File: src/hw/board_defs.svh
`ifndef BOARD_DEFS_SVH
`define BOARD_DEFS_SVH

// number of scanned display positions
`define BOARD_N_DIGIT   4

// clock cycles per count tick, 10 Hz at 10 MHz
`define BOARD_TICK_DIV  1000000

// clock cycles per display scan step
`define BOARD_SCAN_DIV  1000

`endif

File: src/hw/board_pkg.sv
`include "board_defs.svh"

package board_pkg;

    // width of the scan index, at least one bit
    localparam int scan_idx_w = (`BOARD_N_DIGIT > 1) ? $clog2(`BOARD_N_DIGIT) : 1;

    // one decimal digit, 0 to 9
    typedef logic [3:0] bcd_t;

    // segments a..h, a in bit 7, decimal point in bit 0
    typedef logic [7:0] seg_t;

    // one-hot position select, active high
    typedef logic [`BOARD_N_DIGIT - 1:0] digit_sel_t;

    typedef logic [scan_idx_w - 1:0] scan_idx_t;

    // bit 0 run/stop, bit 1 clear
    typedef logic [1:0] key_t;

endpackage

File: src/hw/tick_gen.sv
`timescale 1ns/1ps
`include "board_defs.svh"

module tick_gen
#(
    parameter tick_div = `BOARD_TICK_DIV
)
(
    input  logic clk,
    input  logic rst_n,
    output logic tick
);

    localparam w_cnt = (tick_div > 1) ? $clog2(tick_div) : 1;

    logic [w_cnt - 1:0] cnt;

    // terminal count marks the last cycle of each period
    assign tick = (cnt == w_cnt'(tick_div - 1));

    always_ff @(posedge clk or negedge rst_n)
    begin
        if (!rst_n)
            cnt <= '0;
        else if (tick)
            cnt <= '0;
        else
            cnt <= cnt + 1'b1;
    end

endmodule

File: src/hw/key_control.sv
`timescale 1ns/1ps

module key_control
(
    input  logic            clk,
    input  logic            rst_n,
    input  board_pkg::key_t key,
    input  logic            tick,
    input  logic            wrap,
    output logic            count_en,
    output logic            clear,
    output logic [1:0]      led
);

    import board_pkg::*;

    key_t key_s1;
    key_t key_s2;
    logic run_key_q;
    logic run_rise;
    logic run;
    logic overflow;

    //------------------------------------------------------------------------
    // key synchronizer and run key edge

    always_ff @(posedge clk or negedge rst_n)
    begin
        if (!rst_n)
        begin
            key_s1    <= '0;
            key_s2    <= '0;
            run_key_q <= 1'b0;
        end
        else
        begin
            key_s1    <= key;
            key_s2    <= key_s1;
            run_key_q <= key_s2[0];
        end
    end

    assign run_rise = key_s2[0] & ~run_key_q;
    assign clear    = key_s2[1];

    //------------------------------------------------------------------------
    // run and overflow flags

    always_ff @(posedge clk or negedge rst_n)
    begin
        if (!rst_n)
            run <= 1'b0;
        else if (run_rise)
            run <= ~run;
    end

    // sticky until the clear key
    always_ff @(posedge clk or negedge rst_n)
    begin
        if (!rst_n)
            overflow <= 1'b0;
        else if (clear)
            overflow <= 1'b0;
        else if (wrap)
            overflow <= 1'b1;
    end

    assign count_en = tick & run & ~clear;
    assign led      = {overflow, run};

    a_clear_blocks_count: assert property (
        @(posedge clk) disable iff (!rst_n)
        clear |-> !count_en
    );

endmodule

File: src/hw/digit_counter.sv
`timescale 1ns/1ps

module digit_counter
(
    input  logic            clk,
    input  logic            rst_n,
    input  logic            clear,
    input  logic            carry_in,
    output logic            carry_out,
    output board_pkg::bcd_t value
);

    import board_pkg::*;

    localparam bcd_t digit_max = 4'd9;

    logic at_max;

    assign at_max = (value == digit_max);

    // carry ripples straight through while this digit sits at 9
    assign carry_out = carry_in & at_max;

    always_ff @(posedge clk or negedge rst_n)
    begin
        if (!rst_n)
            value <= '0;
        else if (clear)
            value <= '0;
        else if (carry_in)
        begin
            if (at_max)
                value <= '0;
            else
                value <= value + 1'b1;
        end
    end

    a_value_bcd: assert property (
        @(posedge clk) disable iff (!rst_n)
        value <= digit_max
    );

endmodule

File: src/hw/seg_scanner.sv
`timescale 1ns/1ps
`include "board_defs.svh"

module seg_scanner
#(
    parameter scan_div = `BOARD_SCAN_DIV
)
(
    input  logic                                  clk,
    input  logic                                  rst_n,
    input  board_pkg::bcd_t [`BOARD_N_DIGIT - 1:0] digits,
    output board_pkg::seg_t                       abcdefgh,
    output board_pkg::digit_sel_t                 digit
);

    import board_pkg::*;

    localparam w_div = (scan_div > 1) ? $clog2(scan_div) : 1;
    localparam scan_idx_t last_idx = scan_idx_t'(`BOARD_N_DIGIT - 1);
    localparam seg_t seg_zero = 8'hFC;

    logic [w_div - 1:0] div_cnt;
    logic               step;
    logic               step_q;
    scan_idx_t          idx;
    bcd_t               cur_bcd;
    seg_t               cur_seg;

    //------------------------------------------------------------------------
    // scan divider and position index

    assign step = (div_cnt == w_div'(scan_div - 1));

    always_ff @(posedge clk or negedge rst_n)
    begin
        if (!rst_n)
        begin
            div_cnt <= '0;
            idx     <= '0;
            step_q  <= 1'b0;
        end
        else
        begin
            step_q <= step;

            if (step)
            begin
                div_cnt <= '0;
                idx     <= (idx == last_idx) ? '0 : idx + 1'b1;
            end
            else
                div_cnt <= div_cnt + 1'b1;
        end
    end

    //------------------------------------------------------------------------
    // bcd to segments, decimal point off

    assign cur_bcd = digits[idx];

    always_comb
    begin
        case (cur_bcd)
            4'd0:    cur_seg = seg_zero;
            4'd1:    cur_seg = 8'h60;
            4'd2:    cur_seg = 8'hDA;
            4'd3:    cur_seg = 8'hF2;
            4'd4:    cur_seg = 8'h66;
            4'd5:    cur_seg = 8'hB6;
            4'd6:    cur_seg = 8'hBE;
            4'd7:    cur_seg = 8'hE0;
            4'd8:    cur_seg = 8'hFE;
            4'd9:    cur_seg = 8'hF6;
            default: cur_seg = 8'h00;
        endcase
    end

    // outputs move one cycle after the index
    always_ff @(posedge clk or negedge rst_n)
    begin
        if (!rst_n)
        begin
            abcdefgh <= seg_zero;
            digit    <= digit_sel_t'(1);
        end
        else if (step_q)
        begin
            abcdefgh <= cur_seg;
            digit    <= digit_sel_t'(1) << idx;
        end
    end

    a_digit_onehot: assert property (
        @(posedge clk) disable iff (!rst_n)
        $onehot(digit)
    );

endmodule

File: src/hw/lab_top.sv
`timescale 1ns/1ps
`include "board_defs.svh"

module lab_top
#(
    parameter scan_div = `BOARD_SCAN_DIV
)
(
    input  logic                  clk,
    input  logic                  rst_n,
    input  logic                  tick,
    input  board_pkg::key_t       key,
    output logic [1:0]            led,
    output board_pkg::seg_t       abcdefgh,
    output board_pkg::digit_sel_t digit
);

    import board_pkg::*;

    localparam n_digit = `BOARD_N_DIGIT;

    // carry[0] is the gated tick, the top bit is the wrap past all nines
    logic [n_digit:0]     carry;
    logic                 clear;
    bcd_t [n_digit - 1:0] digits;

    //------------------------------------------------------------------------

    key_control i_key_control
    (
        .clk      ( clk            ),
        .rst_n    ( rst_n          ),
        .key      ( key            ),
        .tick     ( tick           ),
        .wrap     ( carry[n_digit] ),
        .count_en ( carry[0]       ),
        .clear    ( clear          ),
        .led      ( led            )
    );

    //------------------------------------------------------------------------
    // digit 0 is the least significant

    generate
        genvar i;

        for (i = 0; i < n_digit; i++)
        begin : gen_digit
            digit_counter i_digit
            (
                .clk       ( clk          ),
                .rst_n     ( rst_n        ),
                .clear     ( clear        ),
                .carry_in  ( carry[i]     ),
                .carry_out ( carry[i + 1] ),
                .value     ( digits[i]    )
            );
        end
    endgenerate

    seg_scanner #(.scan_div (scan_div)) i_seg_scanner
    (
        .clk      ( clk      ),
        .rst_n    ( rst_n    ),
        .digits   ( digits   ),
        .abcdefgh ( abcdefgh ),
        .digit    ( digit    )
    );

endmodule

File: src/hw/board_top.sv
`timescale 1ns/1ps
`include "board_defs.svh"

module board_top
#(
    parameter tick_div = `BOARD_TICK_DIV,
              scan_div = `BOARD_SCAN_DIV
)
(
    input  logic                  clk,
    input  logic                  rst_n,
    input  board_pkg::key_t       key,
    output logic [1:0]            led,
    output board_pkg::seg_t       abcdefgh,
    output board_pkg::digit_sel_t digit
);

    // one-cycle count strobe on clk
    logic tick;

    tick_gen #(.tick_div (tick_div)) i_tick_gen
    (
        .clk   ( clk   ),
        .rst_n ( rst_n ),
        .tick  ( tick  )
    );

    lab_top #(.scan_div (scan_div)) i_lab_top
    (
        .clk      ( clk      ),
        .rst_n    ( rst_n    ),
        .tick     ( tick     ),
        .key      ( key      ),
        .led      ( led      ),
        .abcdefgh ( abcdefgh ),
        .digit    ( digit    )
    );

endmodule

File: config.mk
export PLATFORM = sky130hd
export DESIGN_NAME = board_top
export DESIGN_NICKNAME = d
export VERILOG_FILES = /design/src/hw/board_pkg.sv /design/src/hw/tick_gen.sv /design/src/hw/key_control.sv /design/src/hw/digit_counter.sv /design/src/hw/seg_scanner.sv /design/src/hw/lab_top.sv /design/src/hw/board_top.sv
export VERILOG_INCLUDE_DIRS = /design/src /design/src/hw
export SDC_FILE = /design/constraint.sdc
export NUM_CORES = 1
export LEC_CHECK = 0
export ABC_AREA = 1
export BUFFER_PORTS_ARGS = -buffer_cell sky130_fd_sc_hd__buf_2
export CAP_MARGIN = 5
export CORE_ASPECT_RATIO = 1.25
export CORE_MARGIN = 2
export CORE_UTILIZATION = 46
export DETAILED_ROUTE_END_ITERATION = 10
export HOLD_SLACK_MARGIN = 0.1
export PLACE_DENSITY = 0.68
export RECOVER_POWER = 50
export SETUP_SLACK_MARGIN = 0.15
export SLEW_MARGIN = 0
export SYNTH_ARGS = -nofsm -noshare
export SYNTH_HDL_FRONTEND = slang
export SYNTH_SLANG_ARGS = --single-unit
File: constraint.sdc
create_clock -name clk -period 2.79 [get_ports clk]
set_input_delay 0.558 -clock clk [delete_from_list [all_inputs] [get_ports clk]]
set_output_delay 0.558 -clock clk [all_outputs]
set_load 0.01 [all_outputs]
==> out/summary.md, run 1 <==
The tools report the arrival time of the worst setup path as 2.21 ns. The type of the worst setup path was flip-flop to flip-flop. Buffers inserted during clock tree synthesis total 9.

Clock tree root buffer cell: sky130_fd_sc_hd__clkbuf_8. The total routing resource utilization after global routing came out at 17.0%. Registers are responsible for 47.0% of the overall power. The worst setup path is launched from a flip-flop. For the design internal power, the log shows 1710 uW. The clock transition at the registers of the reported paths came out at 0.08 ns. The die is 83.8 um wide. The maximum ir drop on the vdd rail was 0.000403 V; the number of inserted diodes was 0. Synthesis inferred 67 register bits. The tools report the site row count as 36. Across all register-to-register paths, the minimum setup slack is 0.85 ns. In this run the worst path has a maximum fanout of 14.

Setup total negative slack on the finished layout was measured at 0 ns. The floorplan die height works out to 104 um. For the final database, setup skew stands at 0.0123 ns.

Reg-to-reg critical path endpoint: i_lab_top.i_seg_scanner.abcdefgh[4]$_DFFE_PN1P_. The hold path depth is 1. The relative contribution of combinational cells to total power is 2.3%, and the final weighted congestion of routability-driven global placement is 0.864.

The area share of the largest cell type after synthesis was 41.0%; the post-layout net count was 475. The final layout contains routed wiring with a total length of 6.87 mm. Net switching is 20.3% of the power. Wire length per cell after detailed routing: 12.5 um. For this run, global-route usage on met2 was measured as 26.7%.

The HPWL after detailed placement is 5.08 mm. Global routing used 3.27% of the available met3 tracks. The first detailed-routing pass took 5 iterations. Global routing finished with a remaining overflow of 0. Maximum clock rate: 516 MHz. The sort of element at the end of the critical path was a flip-flop. Most common cell after layout, fill and taps aside: sky130_fd_sc_hd__nand2_1.

Setup violations remaining at the end of the flow were counted as 0. Clock tree synthesis found a total of 67 sinks. The total count of max-transition violations in the final report is 0, and the remaining number of nets flagged by the antenna check after routing is 0.

The clock latency at the later pin of the worst-skew pair was 0.34 ns; the switching power total was 434 uW. The synthesized design contains 0 enable-type register cells. CTS built an H-tree with a depth of 3. The sequential element share of the synthesized area was 46.0%. The logs give 26 for the maximum number of pins on one net before global-route repair and 0 for the initial antenna violation count. The floorplan step defined a core boundary enclosing 0.00775 mm2. For hold timing, the worst endpoint is i_lab_top.i_key_control.key_s1[0]$_DFF_PN0_. The routed design could run at a clock period as short as 1.94 ns.

Global routing consumed, on the met1 layer, 22.6% of the routing resources. Setup repair after global routing left no endpoint under its margin. The startpoint of the lowest-slack register-to-register path was i_lab_top.i_seg_scanner.idx[0]$_DFFE_PN0P_.

For the number of global-route vias before repair, the log shows 2,684. For this run, the leading register cell type out of synthesis is sky130_fd_sc_hd__dfrtp_1. The number of buffers on the longest clock path is 2, and the post-synthesis net count is 451. The total power density per cell area is 520 mW/mm2, and the mapped cell area is 0.00367 mm2. TritonCTS built the clock tree. The proportion of layout cells with a drive suffix above 1 is 13.8%. The worst hold path begins at key[0]. The flow ran to the end, and the final reports show no timing, DRC or antenna violations. The part of the total power dissipated in the clock network was 50.7%; the count of placed standard cells including taps was 535. Number of violations of the max-capacitance limit: 0. The die covers 0.00870 mm2. In this run the count of I/O pins placed on the die edge is 18. Hold timing on the final database bottoms out at a slack of 0.316 ns. The tools report the global-route wire length before repair as 12.0 mm.

The synthesized netlist contains 38 unique library cells. After synthesis, the share of flip-flops with an asynchronous set or reset is 100%. After technology mapping, the gate count stands at 427.

The ratio of routed vias to standard cells was 5.15; the synthesis warning total was 0. For this design the static power due to leakage is 0.00207 uW. For the number of instances resized during post-cts repair, the log shows 0. The class of the tightest hold or removal check is input pin to flip-flop. The number of I/O port buffers is 16. The area growth from synthesis to layout is 12.3%. For the post-detailed-route DRC marker count, the log shows 0.

The routed layout has 2,835 vias. The run gives 47.3% as the initial standard-cell utilization of the core. Busiest metal layer after global routing: met2.

At the pin with the least slew margin, the transition time is 1.31 ns. The synthesized design spends more area on one cell type than any other, namely sky130_fd_sc_hd__dfrtp_1. The number of buffers added to fix hold violations after cts is 0. The post-route clock period utilization works out to 69.4%. The number of endpoints with negative hold slack in the final report is 0, and the initial DRC count is 151. At the worst endpoint, the required time is 3.07 ns. The worst pin sits at a relative slew slack of 13.0%. Sorting the synthesized cells by area gives the leading types as sky130_fd_sc_hd__dfrtp_1, sky130_fd_sc_hd__nand2_1, sky130_fd_sc_hd__ha_1, sky130_fd_sc_hd__inv_1, sky130_fd_sc_hd__dfstp_2.

The number of setup buffers added after CTS was 0; the per-instance average area after synthesis was 8.59 um2. The library cells used most frequently in the layout, excluding fill and tap cells, are sky130_fd_sc_hd__nand2_1, sky130_fd_sc_hd__dfrtp_1, sky130_fd_sc_hd__inv_1. The finished layout holds 551 standard cells, fillers aside. The worst register-to-register path has a depth of 8.
per-layer routing:
layer,part of all wire [%],wire (um)
met1,48,3320
met4,1.9,128
met2,46,3170
met5,0,0
met3,3.6,247
through the flow:
stage,cell area [um2],util (%),worst slack (ns),total power (uW)
final,4120,53.1,0.853,2140
after CTS,4130,53.2,0.858,2160
after detailed placement,3850,49.7,0.864,1080
after global placement,3850,49.7,0.947,1080
after global routing,4120,53.1,0.575,2210
after floorplan,3670,-,1.04,1050
how the worst max path moves through the flow:
stage / cells after the start / endpoint / from
5_1_grt: 8 / i_lab_top.i_seg_scanner.abcdefgh[4]$_DFFE_PN1P_ / i_lab_top.i_seg_scanner.idx[0]$_DFFE_PN0P_
3_5_place_dp: 8 / i_lab_top.i_seg_scanner.abcdefgh[4]$_DFFE_PN1P_ / i_lab_top.i_seg_scanner.idx[0]$_DFFE_PN0P_
4_1_cts: 8 / i_lab_top.i_seg_scanner.abcdefgh[4]$_DFFE_PN1P_ / i_lab_top.i_seg_scanner.idx[0]$_DFFE_PN0P_
6_report: 8 / i_lab_top.i_seg_scanner.abcdefgh[4]$_DFFE_PN1P_ / i_lab_top.i_seg_scanner.idx[0]$_DFFE_PN0P_
2_1_floorplan: 9 / i_lab_top.i_seg_scanner.abcdefgh[4]$_DFFE_PN1P_ / i_lab_top.i_seg_scanner.idx[0]$_DFFE_PN0P_
3_3_place_gp: 8 / i_lab_top.i_seg_scanner.abcdefgh[4]$_DFFE_PN1P_ / i_lab_top.i_seg_scanner.idx[0]$_DFFE_PN0P_
cell families after synthesis:
kind of cell	after synthesis	synth area share, %
buf+inv	66	7.17
other cells	1	0.102
fa+ha+maj	20	6.83
mux	1	0.273
xor+xnor	22	5.26
simple gates	204	27.2
flops	67	46.0
compound gates	46	7.17
critical path, stage by stage, from the launching register on:
cell	delay, ns
sky130_fd_sc_hd__dfrtp_1	0.52
sky130_fd_sc_hd__clkinv_1	0.21
sky130_fd_sc_hd__nand2_1	0.07
sky130_fd_sc_hd__a32oi_1	0.26
sky130_fd_sc_hd__inv_1	0.16
sky130_fd_sc_hd__ha_1	0.31
sky130_fd_sc_hd__nand2_1	0.09
sky130_fd_sc_hd__a21oi_1	0.07
sky130_fd_sc_hd__o22a_1	0.18
layout make-up:
cell class	count	area (um2)
sequential	67	1690
fill	716	3630
timing repair buffer	19	93.8
inverter	60	226
clock inverter	6	136
tap	95	119
clock buffer	10	138
multi-input combinational	294	1720
cell usage after synthesis, types with 4 or more instances:
library cell,number
sky130_fd_sc_hd__dfrtp_1,60
sky130_fd_sc_hd__nand2_1,81
sky130_fd_sc_hd__a21oi_1,20
sky130_fd_sc_hd__o22a_1,4
sky130_fd_sc_hd__dfstp_2,7
sky130_fd_sc_hd__o31ai_1,4
sky130_fd_sc_hd__inv_1,51
sky130_fd_sc_hd__xor2_1,14
sky130_fd_sc_hd__o21ai_0,14
sky130_fd_sc_hd__nand3_1,36
sky130_fd_sc_hd__clkinv_1,5
sky130_fd_sc_hd__nor2_2,6
sky130_fd_sc_hd__nand4_1,11
sky130_fd_sc_hd__ha_1,20
sky130_fd_sc_hd__xnor2_1,8
sky130_fd_sc_hd__nor2_1,46
sky130_fd_sc_hd__nor3_1,6
state kept, by name, indices dropped and copies added, names as in the netlist:
register	flops
i_lab_top.gen_digit.i_digit.value	16
i_lab_top.i_seg_scanner.abcdefgh	7
i_lab_top.i_key_control.run_key_q	1
i_lab_top.i_key_control.key_s1	2
i_lab_top.i_key_control.run	1
i_lab_top.i_seg_scanner.idx	2
i_tick_gen.cnt	20
i_lab_top.i_key_control.overflow	1
i_lab_top.i_seg_scanner.digit	4
i_lab_top.i_seg_scanner.step_q	1
i_lab_top.i_key_control.key_s2	2
i_lab_top.i_seg_scanner.div_cnt	10
power groups by stage:
stage	Clock, uW	Sequential (uW)	Combinational [uW]
after detailed placement	0	1030	52.1
after CTS	1100	1010	52.2
final	1090	1010	48.2
after global placement	0	1030	51.0
after global routing	1140	1010	55.8
after floorplan	0	1020	29.3
Power figures use the tool's default switching activity.
==> run 2, diff against run 1 <==
Clock period 2.79 ns to 1.81 ns, I/O delays scaled along.
==> run 2 against run 1 <==
Setup slack worse by 0.70 ns. Sequential share of layout area down 3.3 points. Die area unchanged. Clock skew fell by 0.0030 ns. Cell count increased by 5.3%. Largest power group is now registers. Critical endpoint unchanged. Design area increased by 9.0%. Clock-buffer cell count is 1 lower. Sequential power up 53%.
==> out/summary.md, run 2 (same netlist as run 1, synthesis figures left out) <==
TritonCTS built the clock tree. The setup total negative slack came out at 0 ns (unchanged). The run finished with clean final reports.

Die outline width: 83.8 um (unchanged). The reg-to-reg critical path endpoint was i_lab_top.i_seg_scanner.abcdefgh[4]$_DFFE_PN1P_ (unchanged). The hold path depth is 1 (unchanged).

Switching power share of the total: 22.4% (was 20.3%). The clock transition at the registers of the reported paths was 0.08 ns (about the same); the remaining global-route overflow was 0 (unchanged). The run gives 0.15 ns (was 0.85 ns) as the internal reg-to-reg setup slack. The tools report the die area as 0.00870 mm2 (unchanged). The required time of the critical path was 2.10 ns (was 3.07 ns); the slew at the pin with the worst max-slew slack was 1.11 ns (was 1.31 ns). The number of global-route vias before repair was 2,907 (was 2,684). The ratio of routed vias to standard cells was 5.08 (was 5.15). The number of fill cells in the layout is 698 (was 716).

Proportion of layout cells with a drive suffix above 1: 26.6% (was 13.8%). The floorplan die height is 104 um (unchanged), and the maximum ir drop on the vdd rail is 0.000400 V (was 0.000403 V). For the number of ports placed on the die boundary, the log shows 18 (unchanged). The post-layout minimum cycle time is 1.66 ns (was 1.94 ns), and the proportion of power drawn by flip-flops and latches is 52.0% (was 47.0%). The count of buffer and inverter cells on the critical path came out at 2 (unchanged). Clock tree root buffer cell: sky130_fd_sc_hd__clkbuf_8 (unchanged). The number of setup violations in the final report came out at 0 (unchanged). Cell-by-cell listing of the critical path: buf_6 > nand2_2 > a32oi_2 > inv_2 > ha_4 > nand2_4 > a21oi_2 > o22a_1 (was clkinv_1 > nand2_1 > a32oi_1 > inv_1 > ha_1 > nand2_1 > a21oi_1 > o22a_1). The tools report the combined area of the multi-input logic cells as 0.00189 mm2 (was 0.00172 mm2). For the worst clock skew, the log shows 0.00928 ns (was 0.0123 ns). The cell type of the slowest stage on the worst timing path was sky130_fd_sc_hd__dfrtp_2 (was sky130_fd_sc_hd__dfrtp_1). The maximum number of pins on one net before global-route repair was 28 (was 26); the HPWL after detailed placement was 5.25 mm (was 5.08 mm).

The sort of element at the end of the critical path was a flip-flop (unchanged). The worst stage delay on the critical path was 0.48 ns (was 0.52 ns); the final weighted congestion of routability-driven global placement was 0.890 (was 0.864). Top Registers: i_tick_gen.cnt: 20 flops, i_lab_top.gen_digit.i_digit.value: 16 flops, i_lab_top.i_seg_scanner.div_cnt: 10 flops (unchanged).

Cell family contributing the most delay on the critical path: flip-flops (unchanged). Setup repair after global routing could not meet its margin everywhere. The overall routed net length was 7.65 mm (was 6.87 mm).

Highest-count cells in the layout ignoring fill and taps: sky130_fd_sc_hd__nand2_1, sky130_fd_sc_hd__dfrtp_1, sky130_fd_sc_hd__inv_1 (unchanged). For the deepest level of the CTS H-tree, the log shows 3 (unchanged). The register with the most flip-flops was i_tick_gen.cnt (unchanged).

The post-detailed-route DRC marker count was 0 (unchanged); the core footprint was 0.00775 mm2 (unchanged). Switching power total: 669 uW (was 434 uW). The leakage power figure is 0.00224 uW (was 0.00207 uW). The logs give 0.00169 mm2 (about the same) for the area of all sequential standard cells and 1.95 ns (was 2.21 ns) for the arrival time of the worst setup path. The design internal power was 2310 uW (was 1710 uW); the total power density per cell area was 665 mW/mm2 (was 520 mW/mm2). The iteration count of the initial detailed-routing pass is 4 (was 5).

The type of the worst setup path is flip-flop to flip-flop (unchanged). Wire length per cell after detailed routing: 13.2 um (was 12.5 um). The run gives 36 (unchanged) as the site row count.

The run gives 0.00449 mm2 (was 0.00412 mm2) as the final instance area. The total count of max-transition violations in the final report was 0 (unchanged). The relative contribution of combinational cells to total power is 2.9% (was 2.3%). The tools report the startpoint of the lowest-slack register-to-register path as i_lab_top.i_seg_scanner.idx[0]$_DFFE_PN0P_ (unchanged). The tools report the global-route wire length before repair as 13.1 mm (was 12.0 mm).

The maximum clock rate is 602 MHz (was 516 MHz), and the number of flip-flops under the largest register name is 20 (unchanged). The logs give 2,948 (was 2,835) for the number of vias after detailed routing and 0 (unchanged) for the number of inserted diodes. The worst hold path startpoint was key[1] (was key[0]).

The run gives 47.3% (unchanged) as the initial standard-cell utilization of the core. Post-route clock period utilization: 91.8% (was 69.4%). The class of the tightest hold or removal check is input pin to flip-flop (unchanged).

Total clock sinks: 67 (unchanged). The most common cell after layout, fill and taps aside was sky130_fd_sc_hd__nand2_1 (unchanged). The total routing resource utilization after global routing was 18.1% (was 17.0%).

The length in cells of the worst reg-to-reg path is 8 (unchanged). The nature of the critical path startpoint is a flip-flop (unchanged). The run gives 9 (unchanged) as the total clock buffers created by CTS. The remaining number of nets flagged by the antenna check after routing is 0 (unchanged), and the total placed instance area is 0.00394 mm2 (was 0.00385 mm2).

The part of the total power dissipated in the clock network was 45.1% (was 50.7%). The peak fanout along the critical path is 8 (was 14). The number of buffers on the longest clock path is 2 (unchanged).

Worst slew margin relative to its limit: 26.3% (was 13.0%). The number of endpoints with negative hold slack in the final report came out at 0 (unchanged). For the clock latency at the later pin of the worst-skew pair, the log shows 0.34 ns (about the same). Endpoint of the worst hold path: i_lab_top.i_key_control.key_s1[1]$_DFF_PN0_ (was i_lab_top.i_key_control.key_s1[0]$_DFF_PN0_). The number of I/O port buffers is 16 (unchanged). The run gives 0 (unchanged) as the number of violations of the max-capacitance limit. For the post-layout net count, the log shows 504 (was 475). The logs give 160 (was 151) for the initial DRC count and 0 (unchanged) for the initial antenna violation count. The layout overhead on the synthesized area works out to 22.4% (was 12.3%).
==> run 2: cell types whose count changed in the layout (fill, tap and decap cells not counted), sizes merged <==
cell / previous run / this run
nor2: 55 / 56
clkinv: 7 / 5
inv: 54 / 56
dlygate4sd3: 0 / 1
clkbuf: 13 / 11
buf: 16 / 44
bufinv: 4 / 2
clkinvlp: 1 / 4
==> run 2: power groups by stage <==
stage	Combinational, uW	Clock [uW]	Sequential, uW
after floorplan	45.2	0	1570
after global placement	85.6	0	1580
after detailed placement	88.0	0	1580
after CTS	90.7	1380	1550
after global routing	102	1450	1550
final	86.4	1350	1550
==> run 2: how the worst max path moves through the flow <==
stage | startpoint | to | slack (ns) | cells after the start
final | i_lab_top.i_seg_scanner.idx[0]$_DFFE_PN0P_ | i_lab_top.i_seg_scanner.abcdefgh[4]$_DFFE_PN1P_ | 0.15 | 8
after global routing | rst_n | i_lab_top.i_seg_scanner.div_cnt[0]$_DFF_PN0_ | 0.04 | 3
after CTS | i_lab_top.i_seg_scanner.idx[0]$_DFFE_PN0P_ | i_lab_top.i_seg_scanner.abcdefgh[4]$_DFFE_PN1P_ | 0.16 | 8
after detailed placement | i_lab_top.i_seg_scanner.idx[0]$_DFFE_PN0P_ | i_lab_top.i_seg_scanner.abcdefgh[4]$_DFFE_PN1P_ | 0.02 | 8
after global placement | i_lab_top.i_seg_scanner.idx[0]$_DFFE_PN0P_ | i_lab_top.i_seg_scanner.abcdefgh[4]$_DFFE_PN1P_ | 0.11 | 8
after floorplan | i_lab_top.i_seg_scanner.idx[0]$_DFFE_PN0P_ | i_lab_top.i_seg_scanner.abcdefgh[4]$_DFFE_PN1P_ | 0.17 | 9
==> run 2: layout make-up <==
type | count | share of cell area (%)
timing repair buffer | 47 | 7.64
sequential | 67 | 37.7
inverter | 60 | 5.19
tap | 95 | 2.65
clock inverter | 7 | 2.06
multi-input combinational | 295 | 42.0
clock buffer | 9 | 2.76
==> run 2: repair_timing <==
item / CTS / global route
gates resized for setup: 10 / 40
buffers inserted: 8 / 12
hold buffers: 1 / 0
hold endpoints to repair: 16 / 0
setup endpoints to repair: 15 / 24
gates cloned: 1 / 0
pin swaps: 5 / 27
==> run 2: layer usage <==
metal	track usage, %	vias to the layer above	routed length [um]
met5	0	-	0
met1	23.7	1410	3490
met3	2.71	11	179
met2	30.2	33	3880
li1	-	1494	-
met4	6.68	0	107
==> run 2: worst reg2reg max path, stage by stage (launching register included) <==
cell                      delay (ns)
sky130_fd_sc_hd__dfrtp_2        0.48
sky130_fd_sc_hd__buf_6          0.16
sky130_fd_sc_hd__nand2_2        0.05
sky130_fd_sc_hd__a32oi_2        0.21
sky130_fd_sc_hd__inv_2          0.11
sky130_fd_sc_hd__ha_4           0.29
sky130_fd_sc_hd__nand2_4        0.05
sky130_fd_sc_hd__a21oi_2        0.14
sky130_fd_sc_hd__o22a_1         0.13
==> run 2: stage by stage <==
step,utilization (%),hold WS [ns],setup WS [ns],power (uW),cells
after global placement,50.8,0.335,0.112,1670,542
after floorplan,-,0.0664,0.168,1620,427
after global routing,57.9,0.115,0.0427,3110,580
final,57.9,0.131,0.148,2980,580
after CTS,55.0,0.115,0.160,3020,568
after detailed placement,50.8,0.340,0.0243,1670,542
